File: src/design/byte_window_consts.svh
`ifndef BYTE_WINDOW_CONSTS_SVH
`define BYTE_WINDOW_CONSTS_SVH

// datapath widths
`define BW_WORD_W        32
`define BW_ADDR_W        32
`define BW_FILL_W        4
`define BW_MLEN_W        3

// store geometry and load thresholds
`define BW_STORE_BYTES   12
`define BW_WINDOW_BYTES  4
`define BW_LOAD_LIMIT    8
`define BW_INIT_WORDS    1

// byte address at reset and at session start
`define BW_ADDR_RST      32'h0000_0000

`endif

File: src/design/byte_window_pkg.sv
`include "byte_window_consts.svh"

package byte_window_pkg;

	////////////////////
	// plain vectors
	////////////////////

	typedef logic [`BW_WORD_W-1:0] word_t;
	typedef logic [`BW_ADDR_W-1:0] addr_t;
	typedef logic [`BW_FILL_W-1:0] fill_t;
	typedef logic [`BW_MLEN_W-1:0] match_len_t;

	////////////////////
	// bundles
	////////////////////

	// word entering the store
	typedef struct packed {
		logic  valid;
		word_t data;
	} load_t;

	// consumer request, at most one strobe high
	typedef struct packed {
		logic       shift;
		logic       dword;
		match_len_t match_len;
	} req_t;

	// window response with its byte address
	typedef struct packed {
		logic  svalid;
		logic  dvalid;
		word_t data;
		addr_t addr;
	} resp_t;

	typedef enum logic [1:0] {IDLE, WAIT_INIT, RUN, DONE} ctrl_state_t;

endpackage

File: src/design/fifo_word_loader.sv
`timescale 1ns/100ps
`include "byte_window_consts.svh"

module fifo_word_loader
(
	input  logic                    clk,
	input  logic                    rstN,
	input  logic                    session_active,
	input  byte_window_pkg::fill_t  fill,
	input  byte_window_pkg::word_t  fifo_data,
	input  logic                    fifo_valid,
	input  logic                    fifo_empty,
	output logic                    rd_fifo_en,
	output byte_window_pkg::load_t  load
);

	logic                   rd_pend;
	logic                   load_valid_q;
	byte_window_pkg::word_t load_data_q;
	logic                   room;

	// a word still fits after the in-flight one lands
	assign room = fill <= byte_window_pkg::fill_t'(`BW_LOAD_LIMIT - `BW_WINDOW_BYTES);

	// one read at a time, until its word reaches the store
	assign rd_fifo_en = session_active && !fifo_empty && !rd_pend && !load_valid_q && room;

	////////////////////
	// read tracking
	////////////////////

	// the FIFO answers in the next cycle
	always_ff @(posedge clk or negedge rstN)
	begin
		if (!rstN)
			rd_pend <= 1'b0;
		else
			rd_pend <= rd_fifo_en;
	end

	// late words after a session end are dropped here
	always_ff @(posedge clk or negedge rstN)
	begin
		if (!rstN)
			load_valid_q <= 1'b0;
		else
			load_valid_q <= fifo_valid && session_active;
	end

	always_ff @(posedge clk)
	begin
		if (fifo_valid)
			load_data_q <= fifo_data;
	end

	assign load = '{valid: load_valid_q, data: load_data_q};

	////////////////////
	// checks
	////////////////////

	// returned word lines up with our own read
	a_word_follows_read: assert property (@(posedge clk) disable iff (!rstN)
		fifo_valid |-> rd_pend);

endmodule

File: src/design/byte_shift_store.sv
`timescale 1ns/100ps
`include "byte_window_consts.svh"

module byte_shift_store
(
	input  logic                    clk,
	input  logic                    rstN,
	input  byte_window_pkg::load_t  load,
	input  byte_window_pkg::req_t   req,
	input  logic                    flush,
	output byte_window_pkg::fill_t  fill,
	output byte_window_pkg::word_t  top_word
);

	localparam int STORE_W = `BW_STORE_BYTES * 8;

	logic [STORE_W-1:0]     data_q;
	byte_window_pkg::fill_t fill_q;
	byte_window_pkg::fill_t adv;
	byte_window_pkg::fill_t kept;
	logic [STORE_W-1:0]     shifted;
	logic [STORE_W-1:0]     keep_mask;
	logic [STORE_W-1:0]     placed;

	////////////////////
	// next contents
	////////////////////

	always_comb
	begin
		adv = '0;
		if (req.shift)
			adv = byte_window_pkg::fill_t'(1);
		else if (req.dword)
			adv = byte_window_pkg::fill_t'(req.match_len);

		// bytes left after this cycle's advance
		kept = fill_q - adv;

		// oldest byte sits at the top
		shifted = data_q << {adv, 3'b000};

		// new word goes right behind the kept bytes
		keep_mask = ~({STORE_W{1'b1}} >> {kept, 3'b000});
		placed    = {load.data, {(STORE_W - `BW_WORD_W){1'b0}}} >> {kept, 3'b000};
	end

	////////////////////
	// storage
	////////////////////

	always_ff @(posedge clk)
	begin
		if (flush)
			data_q <= '0;
		else if (load.valid)
			data_q <= (shifted & keep_mask) | placed;
		else if (adv != '0)
			data_q <= shifted;
	end

	// a flush beats any append in the same cycle
	always_ff @(posedge clk or negedge rstN)
	begin
		if (!rstN)
		begin
			fill_q <= '0;
		end
		else if (flush)
		begin
			fill_q <= '0;
		end
		else if (load.valid)
		begin
			fill_q <= kept + byte_window_pkg::fill_t'(`BW_WINDOW_BYTES);
		end
		else
		begin
			fill_q <= kept;
		end
	end

	assign fill     = fill_q;
	assign top_word = data_q[STORE_W-1 -: `BW_WORD_W];

	////////////////////
	// checks
	////////////////////

	// loader threshold keeps us inside the store
	a_fill_in_range: assert property (@(posedge clk) disable iff (!rstN)
		fill_q <= byte_window_pkg::fill_t'(`BW_STORE_BYTES));

	// busy gating never lets a read run past the buffered bytes
	a_no_underflow: assert property (@(posedge clk) disable iff (!rstN)
		adv <= fill_q);

endmodule

File: src/design/window_ctrl.sv
`timescale 1ns/100ps
`include "byte_window_consts.svh"

module window_ctrl
(
	input  logic                    clk,
	input  logic                    rstN,
	input  logic                    byte4_en,
	input  byte_window_pkg::req_t   req_in,
	input  byte_window_pkg::fill_t  fill,
	input  byte_window_pkg::word_t  top_word,
	output logic                    session_active,
	output byte_window_pkg::req_t   req,
	output logic                    flush,
	output logic                    byte4_busy,
	output byte_window_pkg::resp_t  resp
);

	byte_window_pkg::ctrl_state_t state_q;
	byte_window_pkg::ctrl_state_t state_d;
	byte_window_pkg::addr_t       addr_q;
	byte_window_pkg::addr_t       resp_addr_q;
	byte_window_pkg::word_t       resp_data_q;
	logic                         svalid_q;
	logic                         dvalid_q;

	////////////////////
	// session FSM
	////////////////////

	always_comb
	begin
		state_d = state_q;
		case (state_q)
			byte_window_pkg::IDLE:
			begin
				if (byte4_en)
					state_d = byte_window_pkg::WAIT_INIT;
			end
			byte_window_pkg::WAIT_INIT:
			begin
				if (!byte4_en)
					state_d = byte_window_pkg::DONE;
				else if (fill >= byte_window_pkg::fill_t'(`BW_INIT_WORDS * `BW_WINDOW_BYTES))
					state_d = byte_window_pkg::RUN;
			end
			byte_window_pkg::RUN:
			begin
				if (!byte4_en)
					state_d = byte_window_pkg::DONE;
			end
			default:
			begin
				state_d = byte_window_pkg::IDLE;
			end
		endcase
	end

	always_ff @(posedge clk or negedge rstN)
	begin
		if (!rstN)
			state_q <= byte_window_pkg::IDLE;
		else
			state_q <= state_d;
	end

	// loading only while a session is open
	assign session_active = byte4_en &&
		(state_q == byte_window_pkg::WAIT_INIT || state_q == byte_window_pkg::RUN);
	assign flush = state_q == byte_window_pkg::DONE;

	// a full window must be buffered
	assign byte4_busy = (state_q != byte_window_pkg::RUN) ||
		(fill < byte_window_pkg::fill_t'(`BW_WINDOW_BYTES));

	// requests seen while busy are ignored
	assign req = '{shift: req_in.shift && !byte4_busy, dword: req_in.dword && !byte4_busy,
		match_len: req_in.match_len};

	////////////////////
	// address and response
	////////////////////

	always_ff @(posedge clk or negedge rstN)
	begin
		if (!rstN)
			addr_q <= `BW_ADDR_RST;
		else if (flush)
			addr_q <= `BW_ADDR_RST;
		else if (req.shift)
			addr_q <= addr_q + byte_window_pkg::addr_t'(1);
		else if (req.dword)
			addr_q <= addr_q + byte_window_pkg::addr_t'(req.match_len);
	end

	always_ff @(posedge clk or negedge rstN)
	begin
		if (!rstN)
		begin
			svalid_q <= 1'b0;
			dvalid_q <= 1'b0;
		end
		else
		begin
			svalid_q <= req.shift;
			dvalid_q <= req.dword;
		end
	end

	// window as it stood before this advance
	always_ff @(posedge clk)
	begin
		resp_data_q <= top_word;
		resp_addr_q <= addr_q;
	end

	assign resp = '{svalid: svalid_q, dvalid: dvalid_q, data: resp_data_q, addr: resp_addr_q};

	a_one_valid: assert property (@(posedge clk) disable iff (!rstN)
		!(resp.svalid && resp.dvalid));

endmodule

File: src/design/byte_window_top.sv
`timescale 1ns/100ps

module byte_window_top
(
	input  logic                        clk,
	input  logic                        rstN,
	input  logic                        byte4_en,
	input  logic                        rd_shift_en,
	input  logic                        rd_dword_en,
	input  byte_window_pkg::match_len_t match_len,
	input  byte_window_pkg::word_t      fifo_data,
	input  logic                        fifo_valid,
	input  logic                        fifo_empty,
	output logic                        rd_fifo_en,
	output logic                        byte4_busy,
	output byte_window_pkg::resp_t      resp
);

	byte_window_pkg::req_t  consumer_req;
	byte_window_pkg::req_t  accepted_req;
	byte_window_pkg::load_t load;
	byte_window_pkg::fill_t fill;
	byte_window_pkg::word_t top_word;
	logic                   session_active;
	logic                   flush;

	// raw consumer strobes, qualified later by busy
	assign consumer_req = '{shift: rd_shift_en, dword: rd_dword_en, match_len: match_len};

	fifo_word_loader u_loader
	(
		.clk            (clk),
		.rstN           (rstN),
		.session_active (session_active),
		.fill           (fill),
		.fifo_data      (fifo_data),
		.fifo_valid     (fifo_valid),
		.fifo_empty     (fifo_empty),
		.rd_fifo_en     (rd_fifo_en),
		.load           (load)
	);

	byte_shift_store u_store
	(
		.clk      (clk),
		.rstN     (rstN),
		.load     (load),
		.req      (accepted_req),
		.flush    (flush),
		.fill     (fill),
		.top_word (top_word)
	);

	window_ctrl u_ctrl
	(
		.clk            (clk),
		.rstN           (rstN),
		.byte4_en       (byte4_en),
		.req_in         (consumer_req),
		.fill           (fill),
		.top_word       (top_word),
		.session_active (session_active),
		.req            (accepted_req),
		.flush          (flush),
		.byte4_busy     (byte4_busy),
		.resp           (resp)
	);

endmodule

File: config.mk
export PLATFORM = sky130hd
export DESIGN_NAME = byte_window_top
export DESIGN_NICKNAME = d
export VERILOG_FILES = /design/src/design/byte_window_pkg.sv /design/src/design/fifo_word_loader.sv /design/src/design/byte_shift_store.sv /design/src/design/window_ctrl.sv /design/src/design/byte_window_top.sv
export VERILOG_INCLUDE_DIRS = /design/src /design/src/design
export SDC_FILE = /design/constraint.sdc
export NUM_CORES = 1
export LEC_CHECK = 0
export BUFFER_PORTS_ARGS = -buffer_cell sky130_fd_sc_hd__buf_4
export CORE_MARGIN = 1
export CORE_UTILIZATION = 50
export CTS_CLUSTER_DIAMETER = 200
export DETAILED_ROUTE_END_ITERATION = 10
export HOLD_SLACK_MARGIN = 0.02
export PLACE_DENSITY_LB_ADDON = 0.05
export SLEW_MARGIN = 15
export SYNTH_ARGS = -nofsm -noshare
export SYNTH_HDL_FRONTEND = slang
export SYNTH_SLANG_ARGS = --single-unit
File: constraint.sdc
create_clock -name clk -period 6.7 [get_ports clk]
set_clock_uncertainty 0.2 [all_clocks]
set_input_delay 1.34 -clock clk [delete_from_list [all_inputs] [get_ports clk]]
set_output_delay 1.34 -clock clk [all_outputs]
set_load 0.03 [all_outputs]
Word-level counts from Yosys, hierarchy flattened
Cells that the tools add are included.
- $add $sub $neg: 4
- $mul: 0
- divide/modulo/power cells: 0
- $lt $le $gt $ge: 3
- equality and inequality tests: 7
- shift operators: 3
- multiplexer cells: 14
- bitwise operators: 3
- reductions and logical operators: 19
- operators with widths (operator ; number):
    96-bit two-way mux ; 2
    96-bit bitwise AND ; 1
    32-bit two-way mux ; 3
    96-bit inverter ; 1
    96-bit bitwise OR ; 1
    96-bit by 6-bit left shift with 96-bit output ; 1
    96-bit by 7-bit right shift with 96-bit output ; 1
    96-bit by 7-bit right shift with 96-bit output, first input constant ; 1
    32-bit by 1-bit adder with 32-bit output, second input constant ; 1
    32-bit by 3-bit adder with 32-bit output ; 1
    1-bit logical AND ; 8
    2-bit two-way mux ; 4
    4-bit two-way mux ; 2
    3-bit two-way mux ; 2
    2-bit inequality test, second input constant ; 3
    2-bit one-hot mux with 3 select lines ; 1
    4-bit by 3-bit adder with 4-bit output, second input constant ; 1
    2-bit == test, second input constant ; 2
    4-bit by 3-bit greater-or-equal comparator with 1-bit output, second input constant ; 1
    4-bit by 3-bit <= comparator with 1-bit output, second input constant ; 1
    1-bit logical NOT ; 4
    4-bit by 3-bit less-than comparator with 1-bit output, second input constant ; 1
    4-bit nonzero test ; 1
    4-bit by 3-bit subtractor with 4-bit output ; 1
    other kinds (7) ; 8
- register bits after elaboration: 234
- latch bits: 0
- memory bits (writable): 0
- ROM bits: 0
- output and inout bits: 68
- memories: 0

Logic depth before layout (Yosys ltp)
- word-level depth: 12
- mapped depth: 21
- gate-level depth less buffers: 16

Hierarchy
From an unflattened synthesis, not the netlist that was laid out.
- cell total of the unflattened synthesis: 1370
- area, all modules: 12552.0 sq um
- modules (own cells, without submodules) (module ; times used ; cells each ; area each (sq um)):
    byte_shift_store ; 1 ; 1038 ; 8070.2
    window_ctrl ; 1 ; 293 ; 3429.5
    fifo_word_loader ; 1 ; 39 ; 1052.3

Worst setup path before layout
OpenSTA, ideal clock, no wires.
- kind: input -> register
- start point: input port rd_dword_en
- end point: register u_store.data_q[7]
- arrival time: 4.682 ns
- setup slack: 1.748 ns
- stages on the path: 18
- cell sequence: a21o_1 > nand2_2 > inv_2 > buf_2 > buf_2 > buf_2 > ha_1 > fa_1 > xor2_1 > clkbuf_1 > inv_1 > clkbuf_1 > buf_1 > ha_1 > o21ai_0 > nor2_1 > nand2_1 > a21oi_1
- cells in the longest elaborated chain, start to end: 9
- ends and longest elaborated chain (what ; line ; RTL):
    start: declaration ; byte_window_top.sv:9 ; input logic rd_dword_en,
    1-bit logical AND * ; window_ctrl.sv:77 ; assign req = '{shift: req_in.shift && !byte4_busy, dword: req_in.dword && !byte4_busy,
    3-bit two-way mux * ; byte_shift_store.sv:34 ; else if (req.dword)
    3-bit two-way mux * ; byte_shift_store.sv:32 ; if (req.shift)
    4-bit by 3-bit subtractor with 4-bit output ; byte_shift_store.sv:38 ; kept = fill_q - adv;
    96-bit by 7-bit right shift with 96-bit output ; byte_shift_store.sv:44 ; keep_mask = ~({STORE_W{1'b1}} >> {kept, 3'b000});
    96-bit inverter ; byte_shift_store.sv:44 ;
    96-bit bitwise AND ; byte_shift_store.sv:57 ; data_q <= (shifted & keep_mask) | placed;
    96-bit bitwise OR ; byte_shift_store.sv:57 ;
    96-bit two-way mux ; byte_shift_store.sv:56 ; else if (load.valid)
    end signal: assignment ; byte_shift_store.sv:57 ;
    end signal: assignment ; byte_shift_store.sv:59 ; data_q <= shifted;
    end: declaration ; byte_shift_store.sv:17 ; logic [STORE_W-1:0] data_q;
Mark *: on every way between the ends. The rest lies on a longest branch, timed or not. The select of a mux whose other input is x is not followed.
A chain may end at the register's enable or synchronous reset.

Worst setup path after layout
- start point: register u_ctrl.state_q[0]
- end point: register u_store.data_q[2]
- cells in the longest elaborated chain, start to end: 12
- ends and longest elaborated chain (what ; line ; RTL):
    start: declaration ; window_ctrl.sv:19 ; byte_window_pkg::ctrl_state_t state_q;
    start signal: assignment ; window_ctrl.sv:62 ; state_q <= byte_window_pkg::IDLE;
    start signal: assignment ; window_ctrl.sv:64 ; state_q <= state_d;
    2-bit inequality test ; window_ctrl.sv:73 ; assign byte4_busy = (state_q != byte_window_pkg::RUN) ||
    1-bit logical OR ; window_ctrl.sv:73 ;
    1-bit logical NOT ; window_ctrl.sv:77 ;
    1-bit logical AND ; window_ctrl.sv:77 ;
    3-bit two-way mux ; byte_shift_store.sv:34 ;
    3-bit two-way mux ; byte_shift_store.sv:32 ;
    4-bit by 3-bit subtractor with 4-bit output ; byte_shift_store.sv:38 ;
    96-bit by 7-bit right shift with 96-bit output ; byte_shift_store.sv:44 ;
    96-bit inverter ; byte_shift_store.sv:44 ;
    96-bit bitwise AND ; byte_shift_store.sv:57 ;
    96-bit bitwise OR ; byte_shift_store.sv:57 ;
    96-bit two-way mux ; byte_shift_store.sv:56 ;
Several ways; a longest one is shown, not always the timed one. The select of a mux whose other input is x is not followed.

==> summary.txt <==
Worst setup path
  – WP data arrival: 5.28 ns
  – Kind of critical path: register to register
  – Worst reg-to-reg setup slack: 1.69 ns
  – Crit-path max FO: 22
  – R2R depth: 17
  – CP endpoint kind: register
  – Critical path's largest stage delay: 0.97 ns
  – Crit path max-delay family: simple AND/OR/NAND/NOR gates
  – Critical Path Slowest Stage Cell: nor2_1
  – CP cell instances: inv_1, ha_1, o21a_1, buf_4, inv_2, nor2_4, inv_1, ha_1, or3_1, nor4_1, nor2_1, nand3_1, ha_1, o21ai_0, nor2_1, a22oi_1, nor2_1
  – Worst Path Required: 6.97 ns
  – RR Startpoint: u_ctrl.state_q[0]$_DFFE_PN0P_
  – CP bufs+invs: 4
  – RR Endpoint: u_store.data_q[2]$_SDFFE_PN0P_
  – Crit path launch type: register

Global route
  – Gr usage total: 31.60%
  – Number of global-route vias before repair: 10589
  – Gr ovfl total: 0
  – First-pass GRT wire length: 62560 µm
  – Initial antenna violation count: 0
  – Pin count of the biggest net entering global routing: 65

Route
  – Via count: 11413
  – WL per Instance: 22.78 µm
  – Drt pass-1 iters: 5
  – Iter 0 DRT Violations: 1333
  – Final ANT Viol Nets: 0
  – Residual DRC: 0
  – Routed wire length: 40450 µm
  – Vias per inst: 6.426

Clock tree
  – Clock buffer count from CTS: 26
  – Clk pin slew, worst setup/hold paths: 0.06 ns
  – # resized after CTS: 0
  – Setup Fix Bufs, Post-CTS: 0
  – H-tree depth: 1
  – CTS tree: built
  – CTS max path bufs: 3
  – Hold_buf cts: 0
  – Root Buffer: clkbuf_16
  – Clock insertion delay at the later pin of the skew report: 0.54 ns
  – Sink Count: 234

Die
  – Area of the core: 24180 µm²
  – Num rows: 57
  – Top Ports: 110
  – Die height: 158.8 µm
  – Die area: 25200 µm²
  – Initial Utilization: 50.82%
  – Die width: 158.8 µm

Placed design
  – Port Buf Inserts: 109
  – Placed cells: 1728
  – GP Congestion: 0.9693
  – Post-DP HPWL: 27660 µm

Synthesis
  – Mapped Cells: 1371
  – Async set-or-reset flop fraction in the synthesized netlist: 17.95%
  – EDFF count, synth: 32
  – Cell area after synthesis: 12290 µm²
  – Top_reg_cell synth: dfxtp_1
  – Post-synthesis sequential area ratio: 42.44%
  – Largest area contributor in the netlist: dfxtp_1
  – Post-synth net total: 1427
  – Netlist cell types: 72
  – Post-synth top area share: 26.07%
  – Synth top area cells: dfxtp_1 (26%), dfrtp_1 (8.6%), edfxtp_1 (7.8%)
  – Seq cells post-synth: 234
  – Syn Area/Cell: 8.962 µm²
  – Synth warnings: 0

Run
  – Maxcap violations: 0

Finish
  – Fin cells: 1776
  – Area occupied by multi-input gates: 6574 µm²
  – # nets final: 1488
  – Post-layout util: 58.91%
  – Area growth syn-to-layout: 15.92%
  – Layout fillers: 2211
  – N_diodes: 0
  – Share of layout cells above drive strength 1: 16.87%
  – FF/Latch Area: 5215 µm²

STA
  – Max_slew headroom: 15.51%
  – Unrepaired setup endpoints after global routing: no
  – Fmax: 199.5 MHz
  – Min cycle time layout: 5.012 ns
  – Setup_tns: 0 ns
  – Final worst-path cycle share: 74.80%
  – Worst Max-Slew Pin Slew: 1.263 ns
  – Final Setup Violations: 0
  – Final Max Tran Viols: 0
  – Final hold viol count: 0

Power and ir drop
  – Pleak: 6.050 nW
  – VDD IR max: 0.2968 mV
  – Pwr dens: 490.9 nW/µm²

Worst hold path
  – Hold path endpoint: u_ctrl.resp_data_q[28]$_DFF_P_
  – Hold Crit Depth: 0
  – Min-delay worst type: register to register
  – Hold Startpoint: u_store.data_q[92]$_SDFFE_PN0P_

Status
  – Status: complete, no violations
## final cells by class
| class | instances | area share (%) |
|---|---|---|
| clock buffer | 37 | 5.210 |
| tap | 324 | 2.846 |
| inverter | 27 | 0.7116 |
| clock inverter | 11 | 1.239 |
| multi-input combinational | 1006 | 46.16 |
| sequential | 234 | 36.62 |
| timing repair buffer | 137 | 7.221 |
## worst max-delay path by stage
stage | from | end | slack (ns) | cells past startpoint
after floorplan | rd_dword_en | u_store.data_q[7]$_SDFFE_PN0P_ | 1.75 | 18
after global placement | rd_dword_en | u_store.data_q[56]$_SDFFE_PN0P_ | 1.37 | 15
after detailed placement | rd_dword_en | u_store.data_q[94]$_SDFFE_PN0P_ | 1.27 | 12
after CTS | rd_dword_en | u_store.data_q[94]$_SDFFE_PN0P_ | 1.80 | 12
after global routing | u_ctrl.state_q[0]$_DFFE_PN0P_ | u_store.data_q[1]$_SDFFE_PN0P_ | 1.43 | 17
final | u_ctrl.state_q[0]$_DFFE_PN0P_ | u_store.data_q[2]$_SDFFE_PN0P_ | 1.69 | 17
## layout by cell type, fill, tap and decap left out, types with 8 or more instances in the layout
cell / netlist / layout
nor2_1: 95 / 93
or3_1: 14 / 14
and2_1: 15 / 14
edfxtp_1: 32 / 32
nand4_1: 13 / 13
buf_4: 4 / 137
nand2_1: 155 / 155
inv_1: 24 / 24
a21oi_1: 76 / 76
o211ai_1: 20 / 20
mux2i_1: 82 / 82
a21o_1: 10 / 10
nor3_1: 39 / 36
dfxtp_1: 160 / 160
o21ai_0: 59 / 59
a31o_2: 8 / 8
and3_1: 31 / 31
a32oi_1: 20 / 20
a211oi_1: 39 / 39
dfrtp_1: 42 / 42
a22oi_1: 22 / 22
nand3_1: 66 / 66
nor4_1: 13 / 12
clkbuf_16: 0 / 26
a31oi_1: 26 / 26
mux2_2: 35 / 35
xor2_1: 13 / 13
ha_1: 12 / 11
xnor2_1: 18 / 18
a221o_1: 17 / 17
nand2b_1: 8 / 8
## flip-flops by register name, summed over array words and instances (netlist names)
name / cells
u_store.data_q: 96
u_ctrl.addr_q: 32
u_ctrl.resp_addr_q: 32
u_ctrl.resp_data_q: 32
u_loader.load_data_q: 32
u_store.fill: 4
u_ctrl.state_q: 2
u_ctrl.dvalid_q: 1
u_ctrl.svalid_q: 1
u_loader.load_valid_q: 1
u_loader.rd_pend: 1
## per-layer routing
layer | share of wire (%) | track usage, % | vias to the layer above
li1 | - | - | 5243
met1 | 45 | 47.03 | 5365
met2 | 40 | 43.86 | 709
met3 | 13 | 9.274 | 96
met4 | 2.6 | 8.605 | 0
met5 | 0 | 0 | -
## where the power goes
part | total, W | internal (W) | switching (W)
Sequential | 0.00206 | 0.00178 | 0.000288
Clock | 0.00152 | 0.000928 | 0.000589
Combinational | 0.00341 | 0.00119 | 0.00222
## synthesized netlist by cell type (all sizes together) (5+ instances only)
master / number
o22ai: 7
a31oi: 26
clkbuf: 70
a32oi: 20
a211oi: 39
nand4: 13
o2111ai: 7
dfxtp: 160
nor3: 41
ha: 12
o211ai: 20
inv: 26
xnor2: 18
or3: 14
a31o: 8
edfxtp: 32
a2bb2oi: 7
or4: 7
a21oi: 76
a221oi: 7
buf: 34
o221ai: 5
xor2: 13
nor4: 16
a221o: 17
nand2b: 8
a32o: 7
and2: 15
o21ai: 59
a22oi: 22
mux2i: 82
and3: 31
nor2: 96
nand3: 66
nand2: 156
dfrtp: 42
mux2: 36
a21o: 10
## logic make-up after synthesis
logic type               share of synthesized area [%]
AO/OA/AOI/OAI                                    20.65
adder cells (fa/ha/maj)                          1.548
buffers and inverters                            4.470
AND/OR/NAND/NOR                                  18.67
flip-flops                                       42.44
XOR/XNOR                                         2.210
multiplexers                                     10.01
## per-stage QoR
step | area (µm²) | hold WS [ns] | setup WS (ns) | power [W]
floorplan | 12290 | 0.1306 | 1.748 | 0.004299
global placement | 13320 | 0.1357 | 1.375 | 0.005350
detailed placement | 13320 | 0.1388 | 1.270 | 0.005350
CTS | 14240 | 0.1524 | 1.799 | 0.006876
global route | 14240 | 0.1615 | 1.431 | 0.007325
finish | 14240 | 0.1518 | 1.688 | 0.006992
No activity file was read; power rests on OpenSTA's default activity.
